--- src/verilog/rv_pkg.sv ---
`default_nettype none

package rv_pkg;

  localparam int XLEN = 32;
  localparam int ILEN = 32;
  localparam int MEM_AW = 8;  // 256 words

  localparam logic [6:0] OPC_OP     = 7'b0110011;
  localparam logic [6:0] OPC_OP_IMM = 7'b0010011;
  localparam logic [6:0] OPC_LUI    = 7'b0110111;
  localparam logic [6:0] OPC_LOAD   = 7'b0000011;
  localparam logic [6:0] OPC_STORE  = 7'b0100011;

  localparam logic [1:0] RESP_OKAY = 2'b00;

  typedef enum logic [2:0] {
    op_none,
    op_reg,
    op_imm,
    op_lui,
    op_load,
    op_store
  } rv_opcode_e;

  typedef enum logic [3:0] {
    alu_add, alu_sub, alu_sll, alu_slt, alu_sltu,
    alu_xor, alu_srl, alu_sra, alu_or, alu_and
  } rv_aluop_e;

  // Encoded as funct3 of loads and stores
  typedef enum logic [2:0] {
    w_b  = 3'b000,
    w_h  = 3'b001,
    w_w  = 3'b010,
    w_bu = 3'b100,
    w_hu = 3'b101
  } rv_width_e;

endpackage

`default_nettype wire

--- src/verilog/rv_mem_access.sv ---
`default_nettype none
`timescale 1ns/100ps

module rv_mem_access (
  input  logic                      clk,
  input  logic                      rst,
  input  logic                      mem_valid_i,
  input  rv_pkg::rv_opcode_e        mem_opcode_i,
  input  rv_pkg::rv_width_e         mem_width_i,
  input  logic [4:0]                mem_rd_i,
  input  logic [rv_pkg::XLEN-1:0]   mem_alu_i,
  input  logic [rv_pkg::XLEN-1:0]   mem_store_i,
  input  logic [3:0]                mem_be_i,
  output logic                      mem_req_o,
  output logic                      mem_we_o,
  output logic [rv_pkg::MEM_AW-1:0] mem_addr_o,
  output logic [3:0]                mem_be_o,
  output logic [rv_pkg::XLEN-1:0]   mem_wdata_o,
  input  logic [rv_pkg::XLEN-1:0]   mem_rdata_i,
  input  logic                      mem_stall_i,
  output logic                      wb_valid_o,
  output logic [4:0]                wb_rd_o,
  output logic [rv_pkg::XLEN-1:0]   wb_data_o
);
  import rv_pkg::*;

  logic            is_load;
  logic [XLEN-1:0] lane;
  logic [XLEN-1:0] ld_data;

  assign is_load    = mem_opcode_i == op_load;
  assign mem_req_o  = mem_valid_i && (is_load || mem_opcode_i == op_store);
  assign mem_we_o   = mem_valid_i && mem_opcode_i == op_store;
  assign mem_addr_o = mem_alu_i[MEM_AW+1:2];  // Word index
  assign mem_be_o   = mem_be_i & {4{mem_we_o}};

  always_comb begin
    case (mem_width_i)
      w_b, w_bu: mem_wdata_o = {4{mem_store_i[7:0]}};
      w_h, w_hu: mem_wdata_o = {2{mem_store_i[15:0]}};
      default:   mem_wdata_o = mem_store_i;
    endcase
  end

  assign lane = mem_rdata_i >> {mem_alu_i[1:0], 3'b000};  // Addressed lane to bit 0

  always_comb begin
    case (mem_width_i)
      w_b:     ld_data = {{24{lane[7]}}, lane[7:0]};
      w_bu:    ld_data = {24'b0, lane[7:0]};
      w_h:     ld_data = {{16{lane[15]}}, lane[15:0]};
      w_hu:    ld_data = {16'b0, lane[15:0]};
      default: ld_data = mem_rdata_i;
    endcase
  end

  always_ff @(posedge clk) begin
    if (rst) begin
      wb_valid_o <= 1'b0;
    end else begin
      wb_valid_o <= mem_valid_i && mem_rd_i != 5'd0 && !mem_stall_i;  // Bubble until granted
    end
  end

  always_ff @(posedge clk) begin
    wb_rd_o   <= mem_rd_i;
    wb_data_o <= is_load ? ld_data : mem_alu_i;
  end

endmodule

`default_nettype wire

--- config.mk ---
export PLATFORM = sky130hd
export DESIGN_NAME = rv_mem_access
export DESIGN_NICKNAME = d
export VERILOG_FILES = /design/src/verilog/rv_pkg.sv /design/src/verilog/rv_mem_access.sv
export SDC_FILE = /design/constraint.sdc
export NUM_CORES = 1
export LEC_CHECK = 0
export BUFFER_PORTS_ARGS = -buffer_cell sky130_fd_sc_hd__buf_2
export CAP_MARGIN = 20
export CORE_MARGIN = 3
export CORE_UTILIZATION = 38
export DETAILED_ROUTE_END_ITERATION = 10
export GPL_TIMING_DRIVEN = 1
export PLACE_DENSITY = 0.8
export SLEW_MARGIN = 0
export SYNTH_ARGS = -nofsm -noshare
export SYNTH_HDL_FRONTEND = slang
export SYNTH_SLANG_ARGS = --single-unit
export TNS_END_PERCENT = 50
--- constraint.sdc ---
create_clock -name clk -period 2 [get_ports clk]
set_input_delay 0.4 -clock clk [delete_from_list [all_inputs] [get_ports clk]]
set_output_delay 0.4 -clock clk [all_outputs]
set_load 0.005 [all_outputs]
==> results.cfg, run 1 <==
[run_status]
status = complete, no violations

[final_layout]
multi_input_area_um2 = 1310
fin_area_um2 = 3340
drive_gt1_share_pct = 51.7
final_cells = 532
n_antenna_cell = 0
layout.nets = 574
regArea_um2 = 761
nFillCells = 567
syn_to_final_growth_pct = 45.0

[placement]
place.gp.congestion = 0.783
dp_cells = 524
port_buffers = 198
hpwl_um = 6890
postPlaceCellArea_um2 = 3250

[timing]
rsz0062_at_grt = no
period_share_pct = 86.2
fmax_ghz = 0.580
worstMarginPinSlew_ns = 0.588
tns_ns = 0
fin_crit_ns = 1.72
hold_viol = 0
maxSlewHeadroom_pct = 60.7
slew_viol_final = 0
setup_viol = 0

[yosys]
synth_warnings = 0
ys_ff_latch = 38
synth_cells = 282
netlist_area_um2 = 2300
synth-seq-area-share_pct = 33.1
synth_nets = 397
yosysUniqueCellTypes = 38
yosysTopAreaCell = dfxtp_1
yosys.area.top_type_share_pct = 33.1
avgSynthCellArea_um2 = 8.16
synth.area.top_cells = dfxtp_1 (33%), mux2i_1 (8.3%), mux2_2 (7.8%), nand3_1 (7.2%), nand2_1 (6.2%)

[min_path]
min_from = mem_rd_i[4]
whs_path_depth = 1
hold_path_end = wb_rd_o[4]
hp-class = in2reg

[clocking]
cts_max_level = 2
root_buffer = clkbuf_8
cts_setup_buffers = 0
ctsHoldBuffers = 0
clk_pin_slew_worst_paths_ns = 0.07
clkSinkCount = 38
tritoncts = done
cts_buffers = 5
ctsResizeCount = 0
clockBufferDepth = 2

[drt]
wl_per_cell_um = 15.7
drt_wl_total_um = 8380
viasPerCell = 5.16
drtIter0Drc = 109
via_count = 2747
drcViolationCount = 0
ant_nets = 0
drtPass1Iterations = 4

[grt]
grt_pass1_vias = 2737
antenna_found_initial = 0
overflow = 0
grt_max_degree = 50
grt_pass1_wl_um = 13200
grt_util_all_layers_pct = 23.0

[floorplan]
fp.dieH_um = 83.8
pin_count = 199
core_um2 = 5680
die_width_um = 83.8
die-area_um2 = 7020
num_rows = 27
initial_core_util_pct = 40.5

[run]
maxCapViolations = 0

[worst_setup_path]
critPathLaunchType = input port
critPathCaptureType = primary output
crit_type = in2out
cp_data_required_time_ns = 1.60
cp_data_arrival_time_ns = 1.32
critPathMaxFanout = 8

[power_and_ir_drop]
leakage_nw = 1.78
power.density_nw_per_um2 = 568
vdd_drop_max_mv = 0.458
-- routing by layer --
layer  up-vias  global-route usage (%)  routed length (µm)
met1      1244                    23.9                2940
met3        14                    6.52                 826
met4         0                    6.14                 142
met2       152                    44.5                4460
li1       1337                       -                   -
met5         -                       0                   0
-- worst max-delay path, stage by stage --
cell and delay, ns:
buf_2 0.17, nor2_2 0.09, buf_4 0.17, mux2_2 0.35, buf_2 0.13
-- worst max-delay path by stage --
stage / from / end / slack (ns) / cells past startpoint
detailed placement: mem_alu_i[0] / wb_data_o[11] / 0.21 / 6
CTS: mem_width_i[0] / mem_wdata_o[11] / 0.26 / 5
global placement: mem_alu_i[0] / wb_data_o[15] / 0.28 / 6
global route: mem_width_i[0] / mem_wdata_o[11] / 0.20 / 5
floorplan: mem_width_i[0] / mem_wdata_o[10] / 0.38 / 3
finish: mem_width_i[0] / mem_wdata_o[11] / 0.28 / 5
-- Yosys cell counts, drive strengths merged --
master	count
nand3	34
mux4	1
a21oi	19
o31ai	1
nand2	38
and2	1
nor2	7
nor2b	1
or4	1
nor4b	1
mux2i	19
clkbuf	9
o22ai	5
o311ai	1
inv	3
nor3	2
nand3b	2
and3	5
and3b	1
a21o	1
o21ai	33
o2bb2ai	6
buf	29
dfxtp	38
nor3b	6
mux2	16
or3b	1
xnor2	1
-- kinds of logic after synthesis --
group                  after synthesis  share of synthesized area [%]
AND/OR/NAND/NOR                    100                           22.4
AO/OA/AOI/OAI                       66                           16.6
flip-flops                          38                           33.1
buffers and inverters               41                           10.5
XOR/XNOR                             1                          0.381
multiplexers                        36                           17.1
-- cell usage in the layout (no fill, tap or decap), types with 2 or more instances in the layout --
cell type / Yosys / final
buf_2: 9 / 198
nand2_1: 38 / 38
dfxtp_1: 38 / 38
nand3_1: 33 / 33
o21ai_0: 25 / 25
mux2i_1: 19 / 19
a21oi_1: 19 / 19
mux2_2: 16 / 16
buf_4: 16 / 9
o21ai_1: 8 / 8
nor2_1: 6 / 6
o2bb2ai_1: 6 / 6
clkbuf_8: 0 / 6
nor3b_1: 5 / 5
o22ai_1: 5 / 5
and3_1: 4 / 4
inv_1: 3 / 3
nand3b_1: 2 / 2
-- through the flow --
stage | hold slack (ns) | worst slack (ns) | util [%] | power, mW
floorplan | 0.428 | 0.379 | - | 1.10
global placement | 0.518 | 0.281 | 57.2 | 1.37
detailed placement | 0.518 | 0.207 | 57.2 | 1.39
CTS | 0.222 | 0.259 | 58.8 | 1.91
global route | 0.218 | 0.203 | 58.8 | 2.01
finish | 0.233 | 0.275 | 58.8 | 1.90
-- layout make-up --
cell class / instances / share of cell area (%)
multi-input combinational: 203 / 39.1
timing repair buffer: 208 / 32.3
tap: 72 / 2.70
inverter: 3 / 0.337
sequential: 38 / 22.8
clock inverter: 1 / 0.150
clock buffer: 7 / 2.59
-- flip-flops by register name (all words and copies together), names as in the netlist --
name	cells
wb_data_o	32
wb_rd_o	5
wb_valid_o	1
-- report_power, final --
group | total [mW] | leakage [nW] | internal (mW) | switching, mW
Combinational | 0.536 | 1.41 | 0.271 | 0.265
Clock | 0.531 | 0.0482 | 0.278 | 0.253
Sequential | 0.828 | 0.320 | 0.814 | 0.0141
Total | 1.90 | 1.78 | 1.36 | 0.533
Note: power is estimated with default switching activity, not from simulation.
==> inputs of run 2 (changes only) <==
- CTS_BUF_LIST: not set -> sky130_fd_sc_hd__clkbuf_4 sky130_fd_sc_hd__clkbuf_8 sky130_fd_sc_hd__clkbuf_16
==> run 2 against run 1 <==
Flip-flop and latch count stayed put. Count of clock-buffer cells in the layout is the same. Maximum frequency barely moved. Worst hold slack lost 0.00065 ns. Critical path depth stayed put. Critical endpoint unchanged.
==> results.cfg, run 2 (synthesis gave the netlist of run 1 again) <==
[floorplan]
core_um2 = 5680
pin_count = 199
num_rows = 27
initial_core_util_pct = 40.5
die-area_um2 = 7020
fp.dieH_um = 83.8
die_width_um = 83.8

[min_path]
min_from = mem_rd_i[4]
hp-class = in2reg
hold_path_end = wb_rd_o[4]
whs_path_depth = 1

[placement]
port_buffers = 198
hpwl_um = 6890
dp_slack_ns = 0.207
dp_cells = 524
place.gp.congestion = 0.783

[final_layout]
syn_to_final_growth_pct = 45.2
finalCoreUtilization_pct = 58.9
nFillCells = 567
final_cells = 532
multi_input_area_um2 = 1310
largest_register_ffs = 32
layout.nets = 574
layout_commonest_cell = buf_2
regArea_um2 = 761
regMostFlops = wb_data_o
largest_registers = wb_data_o: 32 flops, wb_rd_o: 5 flops, wb_valid_o: 1 flops
n_antenna_cell = 0
drive_gt1_share_pct = 52.0
final_cell_mix = buf_2 (198), nand2_1 (38), dfxtp_1 (38)

[clocking]
ctsHoldBuffers = 0
clk_pin_slew_worst_paths_ns = 0.07
cts_buffers = 5
clockBufferDepth = 2
root_buffer = clkbuf_8
cts_setup_buffers = 0
tritoncts = done
ctsResizeCount = 0
cts_max_level = 2
clkSinkCount = 38

[worst_setup_path]
cp_slowest_cell = mux2_2
cp_data_required_time_ns = 1.60
crit_type = in2out
cp_data_arrival_time_ns = 1.32
crit_top_cell = buf_2
cp_cell_sequence = buf_2 > nor2_2 > buf_4 > mux2_2 > buf_2
critical_path_buf_inv_count = 3
critPathLaunchType = input port
cp_top_family = buffers and inverters
critPathCaptureType = primary output
cp_slowest_stage_delay_ns = 0.35
critPathMaxFanout = 8

[grt]
antenna_found_initial = 0
grt_pass1_vias = 2737
grt_pass1_wl_um = 13200
overflow = 0
grt_max_degree = 50
grt_util_all_layers_pct = 23.0

[timing]
period_share_pct = 86.2
worstMarginPinSlew_ns = 0.565
setup_viol = 0
fmax_ghz = 0.580
maxSlewHeadroom_pct = 62.2
tns_ns = 0
fin_crit_ns = 1.72
slew_viol_final = 0
rsz0062_at_grt = no
finalWorstSetupSlack_ns = 0.275
hold_viol = 0

[power_and_ir_drop]
p_sw_share_pct = 28.0
leakage_nw = 1.79
switchingPower_mw = 0.536
power.density_nw_per_um2 = 572
p_seq_share_pct = 43.3
pwr-share-comb_pct = 28.0
p_clk_share_pct = 28.7
internal_power_mw = 1.38
p_total_mw = 1.91
vdd_drop_max_mv = 0.460

[drt]
drtPass1Iterations = 4
ant_nets = 0
drcViolationCount = 0
drtIter0Drc = 108
viasPerCell = 5.17
wl_per_cell_um = 15.7
via_count = 2750
drt_wl_total_um = 8360

[run_status]
status = complete, no violations

[run]
maxCapViolations = 0
[run 2: per-layer routing]
layer / part of all wire, % / GRT usage [%] / vias up / routed length (µm)
met1: 35 / 23.9 / 1241 / 2890
met4: 1.7 / 6.14 / 0 / 143
met5: 0 / 0 / - / 0
met2: 53 / 44.5 / 157 / 4450
met3: 10 / 6.52 / 14 / 874
li1: - / - / 1338 / -
[run 2: stage by stage]
| stage | hold slack, ns | cell area (µm²) |
|---|---|---|
| 4_1_cts | 0.222 | 3340 |
| 3_5_place_dp | 0.518 | 3250 |
| 5_1_grt | 0.218 | 3340 |
| 3_3_place_gp | 0.518 | 3250 |
| 6_report | 0.232 | 3340 |
| 2_1_floorplan | 0.428 | 2300 |
[run 2: final cells by class]
| class | instances | area share [%] |
|---|---|---|
| multi-input combinational | 203 | 39.1 |
| timing repair buffer | 208 | 32.3 |
| sequential | 38 | 22.8 |
| clock buffer | 7 | 2.70 |
| tap | 72 | 2.70 |
| inverter | 3 | 0.337 |
| clock inverter | 1 | 0.150 |
[run 2: worst max-delay path by stage]
stage | startpoint | to | depth (start not counted)
after CTS | mem_width_i[0] | mem_wdata_o[11] | 5
final | mem_width_i[0] | mem_wdata_o[11] | 5
after floorplan | mem_width_i[0] | mem_wdata_o[10] | 3
after detailed placement | mem_alu_i[0] | wb_data_o[11] | 6
after global placement | mem_alu_i[0] | wb_data_o[15] | 6
after global routing | mem_width_i[0] | mem_wdata_o[11] | 5
[run 2: power by group through the flow]
stage,Combinational [mW],Clock (mW),Sequential (mW)
2_1_floorplan,0.251,0,0.854
3_3_place_gp,0.526,0,0.846
3_5_place_dp,0.540,0,0.846
4_1_cts,0.541,0.558,0.829
5_1_grt,0.594,0.593,0.834
6_report,0.536,0.548,0.828
==> inputs of run 3 (changes only) <==
==> constraint.sdc (replaced) <==
create_clock -name clk -period 2 [get_ports clk]
set_input_delay 0.4 -clock clk [delete_from_list [all_inputs] [get_ports clk]]
set_output_delay 0.4 -clock clk [all_outputs]
set_load 0.05 [all_outputs]
==> run 3 against run 2 <==
Largest cell class unchanged. Via count shrank 0.29%. Utilization shrank 0.11 points. First-iteration DRC count grew 10%. Cell area shrank 0.19%. Wire length shrank 3.4%. Critical endpoint is now mem_wdata_o[9]. Flip-flop and latch count is the same. Power grew 18%. Worst hold slack lost 0.0049 ns. Die area is the same. Global-route usage shrank 0.67 points. Combinational power grew 75%. Critical path depth is the same.
==> results.cfg, run 3 (synthesis gave the netlist of run 1 again) <==
[final_layout]
final_cell_mix = buf_2 (198), nand2_1 (38), dfxtp_1 (38)
fin_area_um2 = 3330
syn_to_final_growth_pct = 44.9
largest_registers = wb_data_o: 32 flops, wb_rd_o: 5 flops, wb_valid_o: 1 flops
largest_register_ffs = 32
finalCoreUtilization_pct = 58.8
regMostFlops = wb_data_o
final_cells = 534
layout_commonest_cell = buf_2
drive_gt1_share_pct = 52.2
n_antenna_cell = 0
layout.nets = 577

[drt]
drtIter0Drc = 119
ant_nets = 0
via_count = 2742
viasPerCell = 5.13
wl_per_cell_um = 15.1
drtPass1Iterations = 4
drcViolationCount = 0
drt_wl_total_um = 8080

[run_status]
status = complete, no violations

[clocking]
ctsHoldBuffers = 0
tritoncts = done
cts_buffers = 5
cts_setup_buffers = 0
clockBufferDepth = 2
cts_max_level = 2
ctsResizeCount = 0
clkSinkCount = 38
clk_pin_slew_worst_paths_ns = 0.07
root_buffer = clkbuf_8

[grt]
overflow = 0
grt_max_degree = 29
grt_pass1_vias = 2802
antenna_found_initial = 0
grt_util_all_layers_pct = 22.3
grt_pass1_wl_um = 13100

[power_and_ir_drop]
power.density_nw_per_um2 = 675
vdd_drop_max_mv = 0.558
pwr-share-comb_pct = 41.6
p_clk_share_pct = 21.6
switchingPower_mw = 0.928
leakage_nw = 1.79
internal_power_mw = 1.32
p_sw_share_pct = 41.2
p_seq_share_pct = 36.7

[min_path]
whs_path_depth = 1
hp-class = in2reg
min_from = mem_rd_i[4]

[timing]
period_share_pct = 88.6
fmax_ghz = 0.564
maxSlewHeadroom_pct = 53.9
rsz0062_at_grt = no
hold_slack_ns = 0.228
slew_viol_final = 0
worstMarginPinSlew_ns = 0.692
fin_crit_ns = 1.77
hold_viol = 0
tns_ns = 0
setup_viol = 0

[worst_setup_path]
critPathCaptureType = primary output
crit_top_cell = buf_2
cp_top_family = buffers and inverters
critPathLaunchType = input port
path_depth = 5
cp_slowest_stage_delay_ns = 0.36
crit_type = in2out
critPathMaxFanout = 8
cp_data_required_time_ns = 1.60
critical_path_buf_inv_count = 3
cp_data_arrival_time_ns = 1.37
cp_slowest_cell = mux2_2
cp_cell_sequence = buf_2 > nor2_2 > buf_4 > mux2_2 > buf_2
critPathLaunch = mem_width_i[1]

[floorplan]
fp.dieH_um = 83.8
num_rows = 27
initial_core_util_pct = 40.5
core_um2 = 5680
die_width_um = 83.8
pin_count = 199
die-area_um2 = 7020

[placement]
postPlaceCellArea_um2 = 3260
hpwl_um = 6710
place.gp.congestion = 0.835
dp_cells = 527
port_buffers = 198

[run]
maxCapViolations = 0
==> run 3: cell types whose count changed in the layout (fill, tap and decap cells not counted) <==
| cell | delta |
|---|---|
| buf_4 | +4 |
| o21ai_0 | -2 |
| o21ai_1 | +2 |
| buf_12 | -1 |
| clkbuf_4 | -1 |
| clkbuf_8 | -1 |
| clkinv_2 | +1 |
==> run 3: layout make-up <==
type	instances	area, µm²
Fill cell	509	2340
Clock buffer	5	68.8
Timing Repair Buffer	211	1090
Sequential cell	38	761
Inverter	3	11.3
Multi-Input combinational cell	203	1310
Clock inverter	2	10.0
Tap cell	72	90.1
==> run 3: power by group through the flow <==
stage               clock network, mW  logic, mW  registers, mW
finish                          0.487      0.938          0.827
global route                    0.523      0.996          0.832
CTS                             0.493      0.942          0.828
detailed placement                  0      0.940          0.845
global placement                    0      0.930          0.843
floorplan                           0      0.459           1.05
==> run 3: path summary, 6_finish.rpt <==
kind,to,slack [ns]
setup / recovery,mem_wdata_o[9],0.23
hold / removal,wb_rd_o[4],0.23
==> run 3: routing by layer <==
metal	global-route usage, %	vias up	wire length, µm
met1	24.7	1232	3040
met3	4.84	12	707
met5	0	-	0
met4	4.24	0	100
met2	43.3	153	4230
li1	-	1345	-
==> run 3: through the flow <==
step	total power, mW	worst slack (ns)
2_1_floorplan	1.51	-0.232
3_3_place_gp	1.77	0.105
3_5_place_dp	1.79	0.0550
4_1_cts	2.26	0.215
5_1_grt	2.35	0.161
6_report	2.25	0.228
