**src/verilog/rv_pkg.sv**
```systemverilog
`default_nettype none

package rv_pkg;

  localparam int XLEN = 32;
  localparam int ILEN = 32;
  localparam int MEM_AW = 8;  // 256 words

  localparam logic [6:0] OPC_OP     = 7'b0110011;
  localparam logic [6:0] OPC_OP_IMM = 7'b0010011;
  localparam logic [6:0] OPC_LUI    = 7'b0110111;
  localparam logic [6:0] OPC_LOAD   = 7'b0000011;
  localparam logic [6:0] OPC_STORE  = 7'b0100011;

  localparam logic [1:0] RESP_OKAY = 2'b00;

  typedef enum logic [2:0] {
    op_none,
    op_reg,
    op_imm,
    op_lui,
    op_load,
    op_store
  } rv_opcode_e;

  typedef enum logic [3:0] {
    alu_add, alu_sub, alu_sll, alu_slt, alu_sltu,
    alu_xor, alu_srl, alu_sra, alu_or, alu_and
  } rv_aluop_e;

  // Encoded as funct3 of loads and stores
  typedef enum logic [2:0] {
    w_b  = 3'b000,
    w_h  = 3'b001,
    w_w  = 3'b010,
    w_bu = 3'b100,
    w_hu = 3'b101
  } rv_width_e;

endpackage

`default_nettype wire

```
**src/verilog/rv_execute.sv**
```systemverilog
`default_nettype none
`timescale 1ns/100ps

module rv_execute (
  input  logic                    clk,
  input  logic                    rst,
  input  logic                    mem_stall_i,
  input  logic                    ex_valid_i,
  input  rv_pkg::rv_opcode_e      ex_opcode_i,
  input  rv_pkg::rv_aluop_e       ex_aluop_i,
  input  rv_pkg::rv_width_e       ex_width_i,
  input  logic [4:0]              ex_rd_i,
  input  logic [4:0]              ex_rs1_i,
  input  logic [4:0]              ex_rs2_i,
  input  logic [rv_pkg::XLEN-1:0] ex_rs1_val_i,
  input  logic [rv_pkg::XLEN-1:0] ex_rs2_val_i,
  input  logic [rv_pkg::XLEN-1:0] ex_imm_i,
  input  logic                    fwd_mem_valid_i,
  input  logic [4:0]              fwd_mem_rd_i,
  input  logic [rv_pkg::XLEN-1:0] fwd_mem_data_i,
  output logic                    mem_valid_o,
  output rv_pkg::rv_opcode_e      mem_opcode_o,
  output rv_pkg::rv_width_e       mem_width_o,
  output logic [4:0]              mem_rd_o,
  output logic [rv_pkg::XLEN-1:0] mem_alu_o,
  output logic [rv_pkg::XLEN-1:0] mem_store_o,
  output logic [3:0]              mem_be_o
);
  import rv_pkg::*;

  logic            exm_fwd_ok;
  logic [XLEN-1:0] op_a, rs2_fwd, op_b;
  logic [XLEN-1:0] alu_res;
  logic [3:0]      be;

  // Load data is not ready in EX/MEM; decode stalls for that case
  assign exm_fwd_ok = mem_valid_o && mem_opcode_o != op_load;

  always_comb begin
    op_a = ex_rs1_val_i;
    if (ex_rs1_i != 5'd0 && exm_fwd_ok && mem_rd_o == ex_rs1_i) begin
      op_a = mem_alu_o;  // From EX/MEM
    end else if (ex_rs1_i != 5'd0 && fwd_mem_valid_i && fwd_mem_rd_i == ex_rs1_i) begin
      op_a = fwd_mem_data_i;  // From MEM/WB
    end

    rs2_fwd = ex_rs2_val_i;
    if (ex_rs2_i != 5'd0 && exm_fwd_ok && mem_rd_o == ex_rs2_i) begin
      rs2_fwd = mem_alu_o;
    end else if (ex_rs2_i != 5'd0 && fwd_mem_valid_i && fwd_mem_rd_i == ex_rs2_i) begin
      rs2_fwd = fwd_mem_data_i;
    end
  end

  assign op_b = (ex_opcode_i == op_reg) ? rs2_fwd : ex_imm_i;

  always_comb begin
    case (ex_aluop_i)
      alu_add:  alu_res = op_a + op_b;
      alu_sub:  alu_res = op_a - op_b;
      alu_sll:  alu_res = op_a << op_b[4:0];
      alu_slt:  alu_res = {{(XLEN-1){1'b0}}, $signed(op_a) < $signed(op_b)};
      alu_sltu: alu_res = {{(XLEN-1){1'b0}}, op_a < op_b};
      alu_xor:  alu_res = op_a ^ op_b;
      alu_srl:  alu_res = op_a >> op_b[4:0];
      alu_sra:  alu_res = $signed(op_a) >>> op_b[4:0];
      alu_or:   alu_res = op_a | op_b;
      alu_and:  alu_res = op_a & op_b;
      default:  alu_res = '0;
    endcase
  end

  // Lane enables from access width and low address bits
  always_comb begin
    be = 4'b0000;
    if (ex_opcode_i == op_load || ex_opcode_i == op_store) begin
      case (ex_width_i)
        w_b, w_bu: be = 4'b0001 << alu_res[1:0];
        w_h, w_hu: be = 4'b0011 << alu_res[1:0];
        default:   be = 4'b1111;
      endcase
    end
  end

  always_ff @(posedge clk) begin
    if (rst) begin
      mem_valid_o  <= 1'b0;
      mem_opcode_o <= op_none;
    end else if (!mem_stall_i) begin
      mem_valid_o  <= ex_valid_i;
      mem_opcode_o <= ex_opcode_i;
    end
  end

  always_ff @(posedge clk) begin
    if (!mem_stall_i) begin
      mem_width_o <= ex_width_i;
      mem_rd_o    <= ex_rd_i;
      mem_alu_o   <= alu_res;
      mem_store_o <= rs2_fwd;
      mem_be_o    <= be;
    end
  end

endmodule

`default_nettype wire

```
**config.mk**
```make
export PLATFORM = sky130hd
export DESIGN_NAME = rv_execute
export DESIGN_NICKNAME = d
export VERILOG_FILES = /design/src/verilog/rv_pkg.sv /design/src/verilog/rv_execute.sv
export SDC_FILE = /design/constraint.sdc
export NUM_CORES = 1
export LEC_CHECK = 0
export ABC_AREA = 1
export BUFFER_PORTS_ARGS = -buffer_cell sky130_fd_sc_hd__buf_2
export CELL_PAD_IN_SITES_DETAIL_PLACEMENT = 2
export CELL_PAD_IN_SITES_GLOBAL_PLACEMENT = 2
export CORE_MARGIN = 4
export CORE_UTILIZATION = 33
export CTS_CLUSTER_DIAMETER = 120
export DETAILED_ROUTE_END_ITERATION = 8
export HOLD_SLACK_MARGIN = 0.08
export PLACE_DENSITY = 0.86
export REMOVE_ABC_BUFFERS = 1
export SLEW_MARGIN = 20
export SYNTH_ARGS = -nofsm -noshare
export SYNTH_HDL_FRONTEND = slang
export SYNTH_SLANG_ARGS = --single-unit
```
**constraint.sdc**
```tcl
create_clock -name clk -period 10.7 [get_ports clk]
set_input_delay 2.14 -clock clk [delete_from_list [all_inputs] [get_ports clk]]
set_output_delay 2.14 -clock clk [all_outputs]
set_load 0.02 [all_outputs]
```
==> impl_metrics.ini, run 1 <==
[outcome]
run_status = complete, no violations

[logic_synthesis]
ys_types = 59
synth_top_flop_cell = edfxtp_1
synth_edf_count = 76
synthCells = 2256
netlist_top_cells_count = nand2_1 (599), inv_1 (265), nand3_1 (222)
synth.area.top_cells = edfxtp_1 (17%), nand2_1 (17%), ha_1 (9.0%)
synth_top_area_share_pct = 17.0
yosysWarnings = 0
synthesis.area_mm2 = 0.0135
synth_compound_area_share_pct = 23.9
synthAdderAreaFrac_pct = 9.32
yosys-mux-area-fraction_pct = 0.298
yosysTopAreaCell = edfxtp_1
avgSynthCellArea_um2 = 5.96
yosysMostFrequentCell = nand2_1
yosys.area_share.simple_pct = 35.4
async_flop_share_pct = 0
yosysSeqAreaShare_pct = 17.6
synth_top_family_by_area = simple AND/OR/NAND/NOR gates
yosys_register_bits = 80
synth_xor_area_share_pct = 0.781

[clock_tree]
cts_setup_buffers = 0
insertion_delay_ps = 380
ctsResizeCount = 0
cts_max_level = 3
clockRootBuffer = clkbuf_16
clk_pin_slew_ps = 80
cts_tree = built
cts_buffers = 9
clock-sinks = 80
clockBufferDepth = 2
cts_hold_buf = 0

[die]
core_mm2 = 0.0400
std_cell_rows = 73
start_util_pct = 33.6
fp.dieW_um = 210
die_h_um = 210
die-area_mm2 = 0.0441
io_pins = 243

[timing]
fin_tns_setup_ps = 0
setup_viol = 0
worst_hold_slack_ps = 486
hold_viol = 0
rsz0062_at_grt = no
tightestPinTransition_ps = 1180
post-route-min-period_ps = 8060
final.setup.worst_slack_ps = 2640
fmax_mhz = 124
slew_viol_final = 0
relSlewSlack_pct = 20.7
period_share_pct = 75.3
fin_skew_ps = 12.5

[worst_setup_path]
critPathMaxFanout = 53
slowest_stage = inv_2
cp_slowest_stage_delay_ps = 610
cp.arrival_ps = 8170
crit-reg2reg-launch = mem_rd_o[2]
reg2reg_slack_ps = 4180
timing.rr.end = mem_alu_o[19]
required_ps = 10810
crit_top_cell = nand2_1
crit_type = in -> reg
reg2regPathDepth = 28
end_kind = flip-flop
worst_setup_path_start_kind = input pin

[route]
ant_nets = 0
first_iter_violations = 1480
dr_total_vias = 17200
wirelength_um = 77600
drc = 0
routedWlPerCell_um = 26.4
vias_per_cell = 5.87
dr.pass1.iters = 6

[global_routing]
grt_overflow = 0
gr-usage-all-layers_pct = 33.6
grt_pass1_vias = 18400
grt_pass1_wl_um = 114000
antenna_found_initial = 4
grt_max_degree = 68

[place]
placedInstanceArea_mm2 = 0.0149
pre_cts_slack_ps = 2430
numPortBuffers = 242
routabilityCongestion = 1.00
dp.cells = 2920
post-dp-hpwl_um = 62200

[pwr]
power_leakage_nw = 7.57
total_power_mw = 1.57
peakVddDrop_uv = 78.9
pwr_density_cell_mw_per_mm2 = 103

[hold_path]
hold_path_startpoint = mem_opcode_o[0]
min_to = mem_opcode_o[0]
hold_depth = 2
hold_path_class = reg -> reg

[flow_run]
cap_violations = 0

[final_layout]
layout-drive-gt1-share_pct = 16.4
fill_cells = 5074
stdcell_count = 2939
fin_area_mm2 = 0.0152
areaGrowthSynthToFinish_pct = 12.8
fin_nets = 2668
final_util_pct = 37.9
[placed cells by master, fill, tap and decap left out, types with 9 or more instances in the layout]
cell type / n
buf_4: 19
clkbuf_16: 9
inv_1: 264
nand4_1: 19
a21oi_1: 149
nand2_1: 597
o211ai_1: 25
nand3_2: 12
nand2_2: 27
o21ai_0: 187
inv_2: 23
o22ai_1: 38
buf_2: 242
nor3_1: 21
edfxtp_1: 76
o21ai_1: 41
o21ai_2: 15
or2_2: 11
nor2_1: 155
o221ai_1: 9
ha_1: 97
a31oi_1: 22
nand3_1: 222
[report_power, final]
group / switching, mW / internal (mW) / total (mW)
Clock: 0.172 / 0.162 / 0.334
Combinational: 0.609 / 0.228 / 0.838
Sequential: 0.0222 / 0.375 / 0.397
Total: 0.803 / 0.766 / 1.57
[state kept, by name, indices dropped and copies added (netlist names)]
register and count:
mem_alu_o 32, mem_valid_o 1, mem_opcode_o 3, mem_be_o 4, mem_store_o 32, mem_width_o 3
mem_rd_o 5
[metal layers]
layer	global-route usage (%)	vias to the layer above	wire, um
li1	-	7844	-
met1	43.1	8596	33100
met2	55.8	662	36000
met3	7.29	138	5930
met4	11.7	4	2590
met5	0	-	31
[worst max-delay path, delay by kind of cell]
| family | cells | cell delay, ps |
|---|---|---|
| buf+inv | 6 | 1510 |
| compound gates | 8 | 1840 |
| fa+ha+maj | 1 | 470 |
| simple gates | 14 | 2130 |
[cells by family after synthesis]
family / after synthesis
xor gates and xnor gates: 12
adders and majority gates: 99
and+or+nand+nor: 1097
AOI/OAI and AO/OA: 550
buffers and inverters: 414
DFF: 80
muxes: 4
[layout make-up]
| cell class | instances | area, um^2 | share of cell area [%] |
|---|---|---|---|
| Inverter | 292 | 1100 | 7.24 |
| Antenna cell | 3 | 7.51 | 0.0495 |
| Clock inverter | 7 | 62.6 | 0.412 |
| Clock buffer | 9 | 225 | 1.48 |
| Multi-Input combinational cell | 1762 | 9410 | 62.0 |
| Sequential cell | 80 | 2360 | 15.6 |
| Timing Repair Buffer | 261 | 1350 | 8.92 |
| Tap cell | 525 | 657 | 4.33 |
[how the worst max path moves through the flow]
stage / from / endpoint / slack [ps]
2_1_floorplan: ex_opcode_i[1] / mem_alu_o[18] / 2590
3_3_place_gp: ex_rs2_i[3] / mem_alu_o[19] / 2690
3_5_place_dp: ex_rs2_i[3] / mem_alu_o[19] / 2430
4_1_cts: ex_rs2_i[3] / mem_alu_o[19] / 2810
5_1_grt: ex_rs2_i[2] / mem_alu_o[19] / 2300
6_report: ex_rs2_i[3] / mem_alu_o[19] / 2640
(Power assumes the default switching activity.)
==> run 2, diff against run 1 <==
--- a/config.mk
+++ b/config.mk
@@ -10,11 +10,11 @@
 export CELL_PAD_IN_SITES_DETAIL_PLACEMENT = 2
 export CELL_PAD_IN_SITES_GLOBAL_PLACEMENT = 2
 export CORE_MARGIN = 4
-export CORE_UTILIZATION = 33
+export CORE_UTILIZATION = 30
 export CTS_CLUSTER_DIAMETER = 120
 export DETAILED_ROUTE_END_ITERATION = 8
 export HOLD_SLACK_MARGIN = 0.08
-export PLACE_DENSITY = 0.86
+export PLACE_DENSITY = 0.79
 export REMOVE_ABC_BUFFERS = 1
 export SLEW_MARGIN = 20
 export SYNTH_ARGS = -nofsm -noshare
==> constraint.sdc (replaced) <==
create_clock -name clk -period 8.3 [get_ports clk]
set_input_delay 1.66 -clock clk [delete_from_list [all_inputs] [get_ports clk]]
set_output_delay 1.66 -clock clk [all_outputs]
set_load 0.02 [all_outputs]
==> impl_metrics.ini, run 2 (same netlist as run 1, synthesis figures left out) <==
[final_layout]
final_cell_mix = nand2_1 (597), inv_1 (264), buf_2 (242)
fill_cells = 5591
areaGrowthSynthToFinish_pct = 14.0
layout_commonest_cell = nand2_1
reg_top3 = mem_alu_o: 32 flops, mem_store_o: 32 flops, mem_rd_o: 5 flops
fin_nets = 2678
final_util_pct = 34.6
layout-drive-gt1-share_pct = 16.6

[clock_tree]
cts_buffers = 9
clockBufferDepth = 2
cts_max_level = 3
clockRootBuffer = clkbuf_16
cts_setup_buffers = 0
ctsResizeCount = 0
clk_pin_slew_ps = 80
cts_hold_buf = 0
clock-sinks = 80
insertion_delay_ps = 390
cts_tree = built

[route]
first_iter_violations = 1410
routedWlPerCell_um = 26.0
dr.pass1.iters = 5
wirelength_um = 78400
dr_total_vias = 17200
vias_per_cell = 5.70
ant_nets = 0
drc = 0

[die]
fp.dieW_um = 220
die-area_mm2 = 0.0483
core_mm2 = 0.0443
std_cell_rows = 77
io_pins = 243
die_h_um = 220
start_util_pct = 30.4

[timing]
relSlewSlack_pct = 22.8
fin_skew_ps = 13.9
hold_viol = 0
slew_viol_final = 0
fmax_mhz = 138
rsz0062_at_grt = no
period_share_pct = 87.4
tightestPinTransition_ps = 1150
setup_viol = 0
fin_tns_setup_ps = 0
post-route-min-period_ps = 7250

[worst_setup_path]
crit_top_cell = nand2_1
cp-startpoint = ex_rs2_i[2]
slowest_stage = o21ai_0
end_kind = flip-flop
critPathTopFamily = simple AND/OR/NAND/NOR gates
critPathMaxFanout = 27
cp.arrival_ps = 7360
cp_slowest_stage_delay_ps = 550
crit-reg2reg-launch = mem_rd_o[3]
timing.rr.end = mem_alu_o[22]
reg2regPathDepth = 29
reg2reg_slack_ps = 1970
required_ps = 8400
cp.depth = 30
crit_type = in -> reg
worst_setup_path_start_kind = input pin
worst-path-buf-inv = 7
endpoint = mem_alu_o[22]

[pwr]
intPower_mw = 0.991
pwr-share-clk_pct = 21.4
power_switching_mw = 1.05
power_leakage_nw = 7.62
p_seq_share_pct = 25.0
peakVddDrop_uv = 97.6
swShare_pct = 51.4
combPwrFrac_pct = 53.6
pwr_density_cell_mw_per_mm2 = 133

[global_routing]
gr-usage-all-layers_pct = 31.2
grtUsageMet2_pct = 52.8
grt_pass1_vias = 18200
grt.busiest_layer = met2
grt_overflow = 0
met1_usage_pct = 41.8
antenna_found_initial = 2
grtUsageMet3_pct = 3.87
grt_max_degree = 67
grt_pass1_wl_um = 114000

[outcome]
run_status = complete, no violations

[hold_path]
hold_path_class = reg -> reg

[place]
post-dp-hpwl_um = 63500
numPortBuffers = 242
routabilityCongestion = 1.00

[flow_run]
cap_violations = 0
run 2: worst min-delay path, stage by stage, from the launching register on:
cell     delay, ps
dfxtp_1        330
nand2_1         70
a21oi_1         60
run 2: metal layers:
layer / routed length [um] / part of all wire [%] / vias up
li1: - / - / 7859
met1: 34400 / 44 / 8606
met2: 36600 / 47 / 601
met3: 5170 / 6.6 / 99
met4: 2130 / 2.7 / 0
met5: 0 / 0 / -
run 2: layout make-up:
type	instances	area, um^2	area share (%)
Multi-Input combinational cell	1762	9400	61.3
Sequential cell	80	2360	15.4
Timing Repair Buffer	271	1440	9.40
Inverter	292	1100	7.16
Tap cell	592	741	4.83
Clock buffer	9	225	1.47
Clock inverter	7	62.6	0.408
Antenna cell	1	2.50	0.0163
run 2: power by group through the flow:
stage | clock, mW | sequential [mW] | combinational [mW]
after global placement | 0 | 0.516 | 1.03
after detailed placement | 0 | 0.518 | 1.06
after floorplan | 0 | 0.549 | 0.598
final | 0.437 | 0.509 | 1.09
after global routing | 0.451 | 0.511 | 1.18
after CTS | 0.440 | 0.509 | 1.07
run 2: worst min path at each step:
stage	from	to	cells after the start
6_report	mem_opcode_o[0]	mem_opcode_o[0]	2
5_1_grt	mem_opcode_o[0]	mem_opcode_o[0]	2
4_1_cts	mem_valid_o	mem_valid_o	2
3_5_place_dp	mem_valid_o	mem_valid_o	2
3_3_place_gp	mem_opcode_o[0]	mem_opcode_o[0]	2
2_1_floorplan	mem_opcode_o[0]	mem_opcode_o[0]	2
run 2: metrics by stage:
| stage | cells | hold slack (ps) | worst slack (ps) | instance area (um^2) | total power [mW] |
|---|---|---|---|---|---|
| 2_1_floorplan | 2134 | 538 | 666 | 12800 | 1.15 |
| 5_1_grt | 3014 | 505 | 730 | 15300 | 2.14 |
| 3_3_place_gp | 2997 | 465 | 932 | 15000 | 1.54 |
| 6_report | 3014 | 498 | 1050 | 15300 | 2.04 |
| 3_5_place_dp | 2997 | 487 | 726 | 15000 | 1.58 |
| 4_1_cts | 3013 | 500 | 1130 | 15300 | 2.02 |
==> run 3, diff against run 2 <==
--- a/config.mk
+++ b/config.mk
@@ -10,11 +10,11 @@
 export CELL_PAD_IN_SITES_DETAIL_PLACEMENT = 2
 export CELL_PAD_IN_SITES_GLOBAL_PLACEMENT = 2
 export CORE_MARGIN = 4
-export CORE_UTILIZATION = 30
+export CORE_UTILIZATION = 27
 export CTS_CLUSTER_DIAMETER = 120
 export DETAILED_ROUTE_END_ITERATION = 8
 export HOLD_SLACK_MARGIN = 0.08
-export PLACE_DENSITY = 0.79
+export PLACE_DENSITY = 0.75
 export REMOVE_ABC_BUFFERS = 1
 export SLEW_MARGIN = 20
 export SYNTH_ARGS = -nofsm -noshare
==> constraint.sdc (replaced) <==
create_clock -name clk -period 6.6 [get_ports clk]
set_input_delay 0.33 -clock clk [delete_from_list [all_inputs] [get_ports clk]]
set_output_delay 0.33 -clock clk [all_outputs]
set_load 0.02 [all_outputs]
==> impl_metrics.ini, run 3 (same netlist as run 1, synthesis figures left out) <==
[worst_setup_path]
slowest_stage = nor4_1
required_ps = 6720
cp_slowest_stage_delay_ps = 700
worst-path-buf-inv = 4
critPathTopFamily = simple AND/OR/NAND/NOR gates
cp_cell_sequence = inv_1, nand2_1, nand2_1, nor3_2, nand3_2, buf_4, o21ai_1, inv_1, ha_1, nor2_1, inv_1, nor4_1, nand3_1, nand3_1, nand3_1, o211ai_1, nand2_1, nand3_1, nand2_1, a211oi_1, nand3_1
critPathMaxFanout = 25
cp.arrival_ps = 5890
end_kind = flip-flop
crit_type = reg -> reg
crit_top_cell = nand3_1
worst_setup_path_start_kind = flip-flop

[clock_tree]
cts_hold_buf = 0
clk_pin_slew_ps = 70
cts_setup_buffers = 0
clockBufferDepth = 2
clockRootBuffer = clkbuf_16
insertion_delay_ps = 390
ctsResizeCount = 0
cts_buffers = 9
cts_max_level = 3
clock-sinks = 80
cts_tree = built

[global_routing]
gr-usage-all-layers_pct = 28.1
grt_overflow = 0
grtUsageMet2_pct = 47.5
met1_usage_pct = 37.0
grt_max_degree = 67
antenna_found_initial = 3
grt_pass1_vias = 18200
grt_pass1_wl_um = 115000
grt.busiest_layer = met2
grtUsageMet3_pct = 4.36

[die]
fp.dieW_um = 231
start_util_pct = 27.4
io_pins = 243
std_cell_rows = 81
die-area_mm2 = 0.0535
core_mm2 = 0.0491
die_h_um = 231

[place]
numPortBuffers = 242
routabilityCongestion = 0.978
post-dp-hpwl_um = 64000
dp.cells = 3075

[route]
dr.pass1.iters = 5
first_iter_violations = 1240
vias_per_cell = 5.54
dr_total_vias = 17100
ant_nets = 0
drc = 0
wirelength_um = 78200
routedWlPerCell_um = 25.3

[timing]
fin_tns_setup_ps = 0
hold_viol = 0
setup_viol = 0
tightestPinTransition_ps = 1100
slew_viol_final = 0
worst_hold_slack_ps = 126
period_share_pct = 87.3
fmax_mhz = 174
rsz0062_at_grt = no
relSlewSlack_pct = 26.3
fin_skew_ps = 10.6
post-route-min-period_ps = 5760

[pwr]
power_leakage_nw = 7.66
pwr_density_cell_mw_per_mm2 = 168
total_power_mw = 2.60
peakVddDrop_uv = 128

[outcome]
run_status = complete, no violations

[final_layout]
areaGrowthSynthToFinish_pct = 15.2
layout_commonest_cell = nand2_1
final_cell_mix = nand2_1 (597), inv_1 (264), buf_2 (242)
stdcell_count = 3092
layout-drive-gt1-share_pct = 16.9
fin_nets = 2684
reg_top3 = mem_alu_o: 32 flops, mem_store_o: 32 flops, mem_rd_o: 5 flops

[flow_run]
cap_violations = 0

[hold_path]
hold_path_class = in -> reg
==> run 3: final cells by class <==
type                            instances  area, um^2
Antenna cell                            1        2.50
Inverter                              292        1100
Tap cell                              664         831
Timing Repair Buffer                  277        1470
Multi-Input combinational cell       1762        9400
Clock buffer                            9         225
Fill cell                            6230       33600
Sequential cell                        80        2360
Clock inverter                          7         104
==> run 3: worst register-to-register path, cell delays in order (launching register included) <==
cell,delay [ps]
edfxtp_1,410
inv_1,80
nand2_1,70
nand2_1,60
nor3_2,240
nand3_2,540
buf_4,480
o21ai_1,510
inv_1,170
ha_1,510
nor2_1,170
inv_1,70
nor4_1,700
nand3_1,370
nand3_1,250
nand3_1,100
o211ai_1,200
nand2_1,90
nand3_1,90
nand2_1,90
a211oi_1,200
nand3_1,110
==> run 3: power breakdown <==
part | leakage (nW) | switching (mW) | total, mW | internal (mW)
Sequential | 0.797 | 0.0333 | 0.642 | 0.608
Clock | 0.154 | 0.268 | 0.604 | 0.337
Combinational | 6.71 | 0.984 | 1.36 | 0.376
Total | 7.66 | 1.28 | 2.60 | 1.32
==> run 3: worst paths after layout <==
kind,start,to,slack (ps),cells past startpoint
worst max-delay path,mem_rd_o[2],mem_alu_o[27],840,21
worst min-delay path,ex_rd_i[1],mem_rd_o[1],130,1
worst max register to register,mem_rd_o[2],mem_alu_o[27],840,21
worst min register to register,mem_valid_o,mem_valid_o,500,2
==> run 3: through the flow <==
stage / instance area [um^2] / util, % / worst slack (ps)
finish: 15500 / 31.6 / 836
global route: 15500 / 31.6 / 386
CTS: 15500 / 31.6 / 977
detailed placement: 15200 / 30.9 / 617
global placement: 15200 / 30.9 / 780
floorplan: 12800 / - / 296
==> run 3: routing by layer <==
layer	vias to the layer above	wire, um
met1	8630	34400
met2	522	36800
li1	7868	-
met5	-	7
met3	101	4840
met4	2	2090
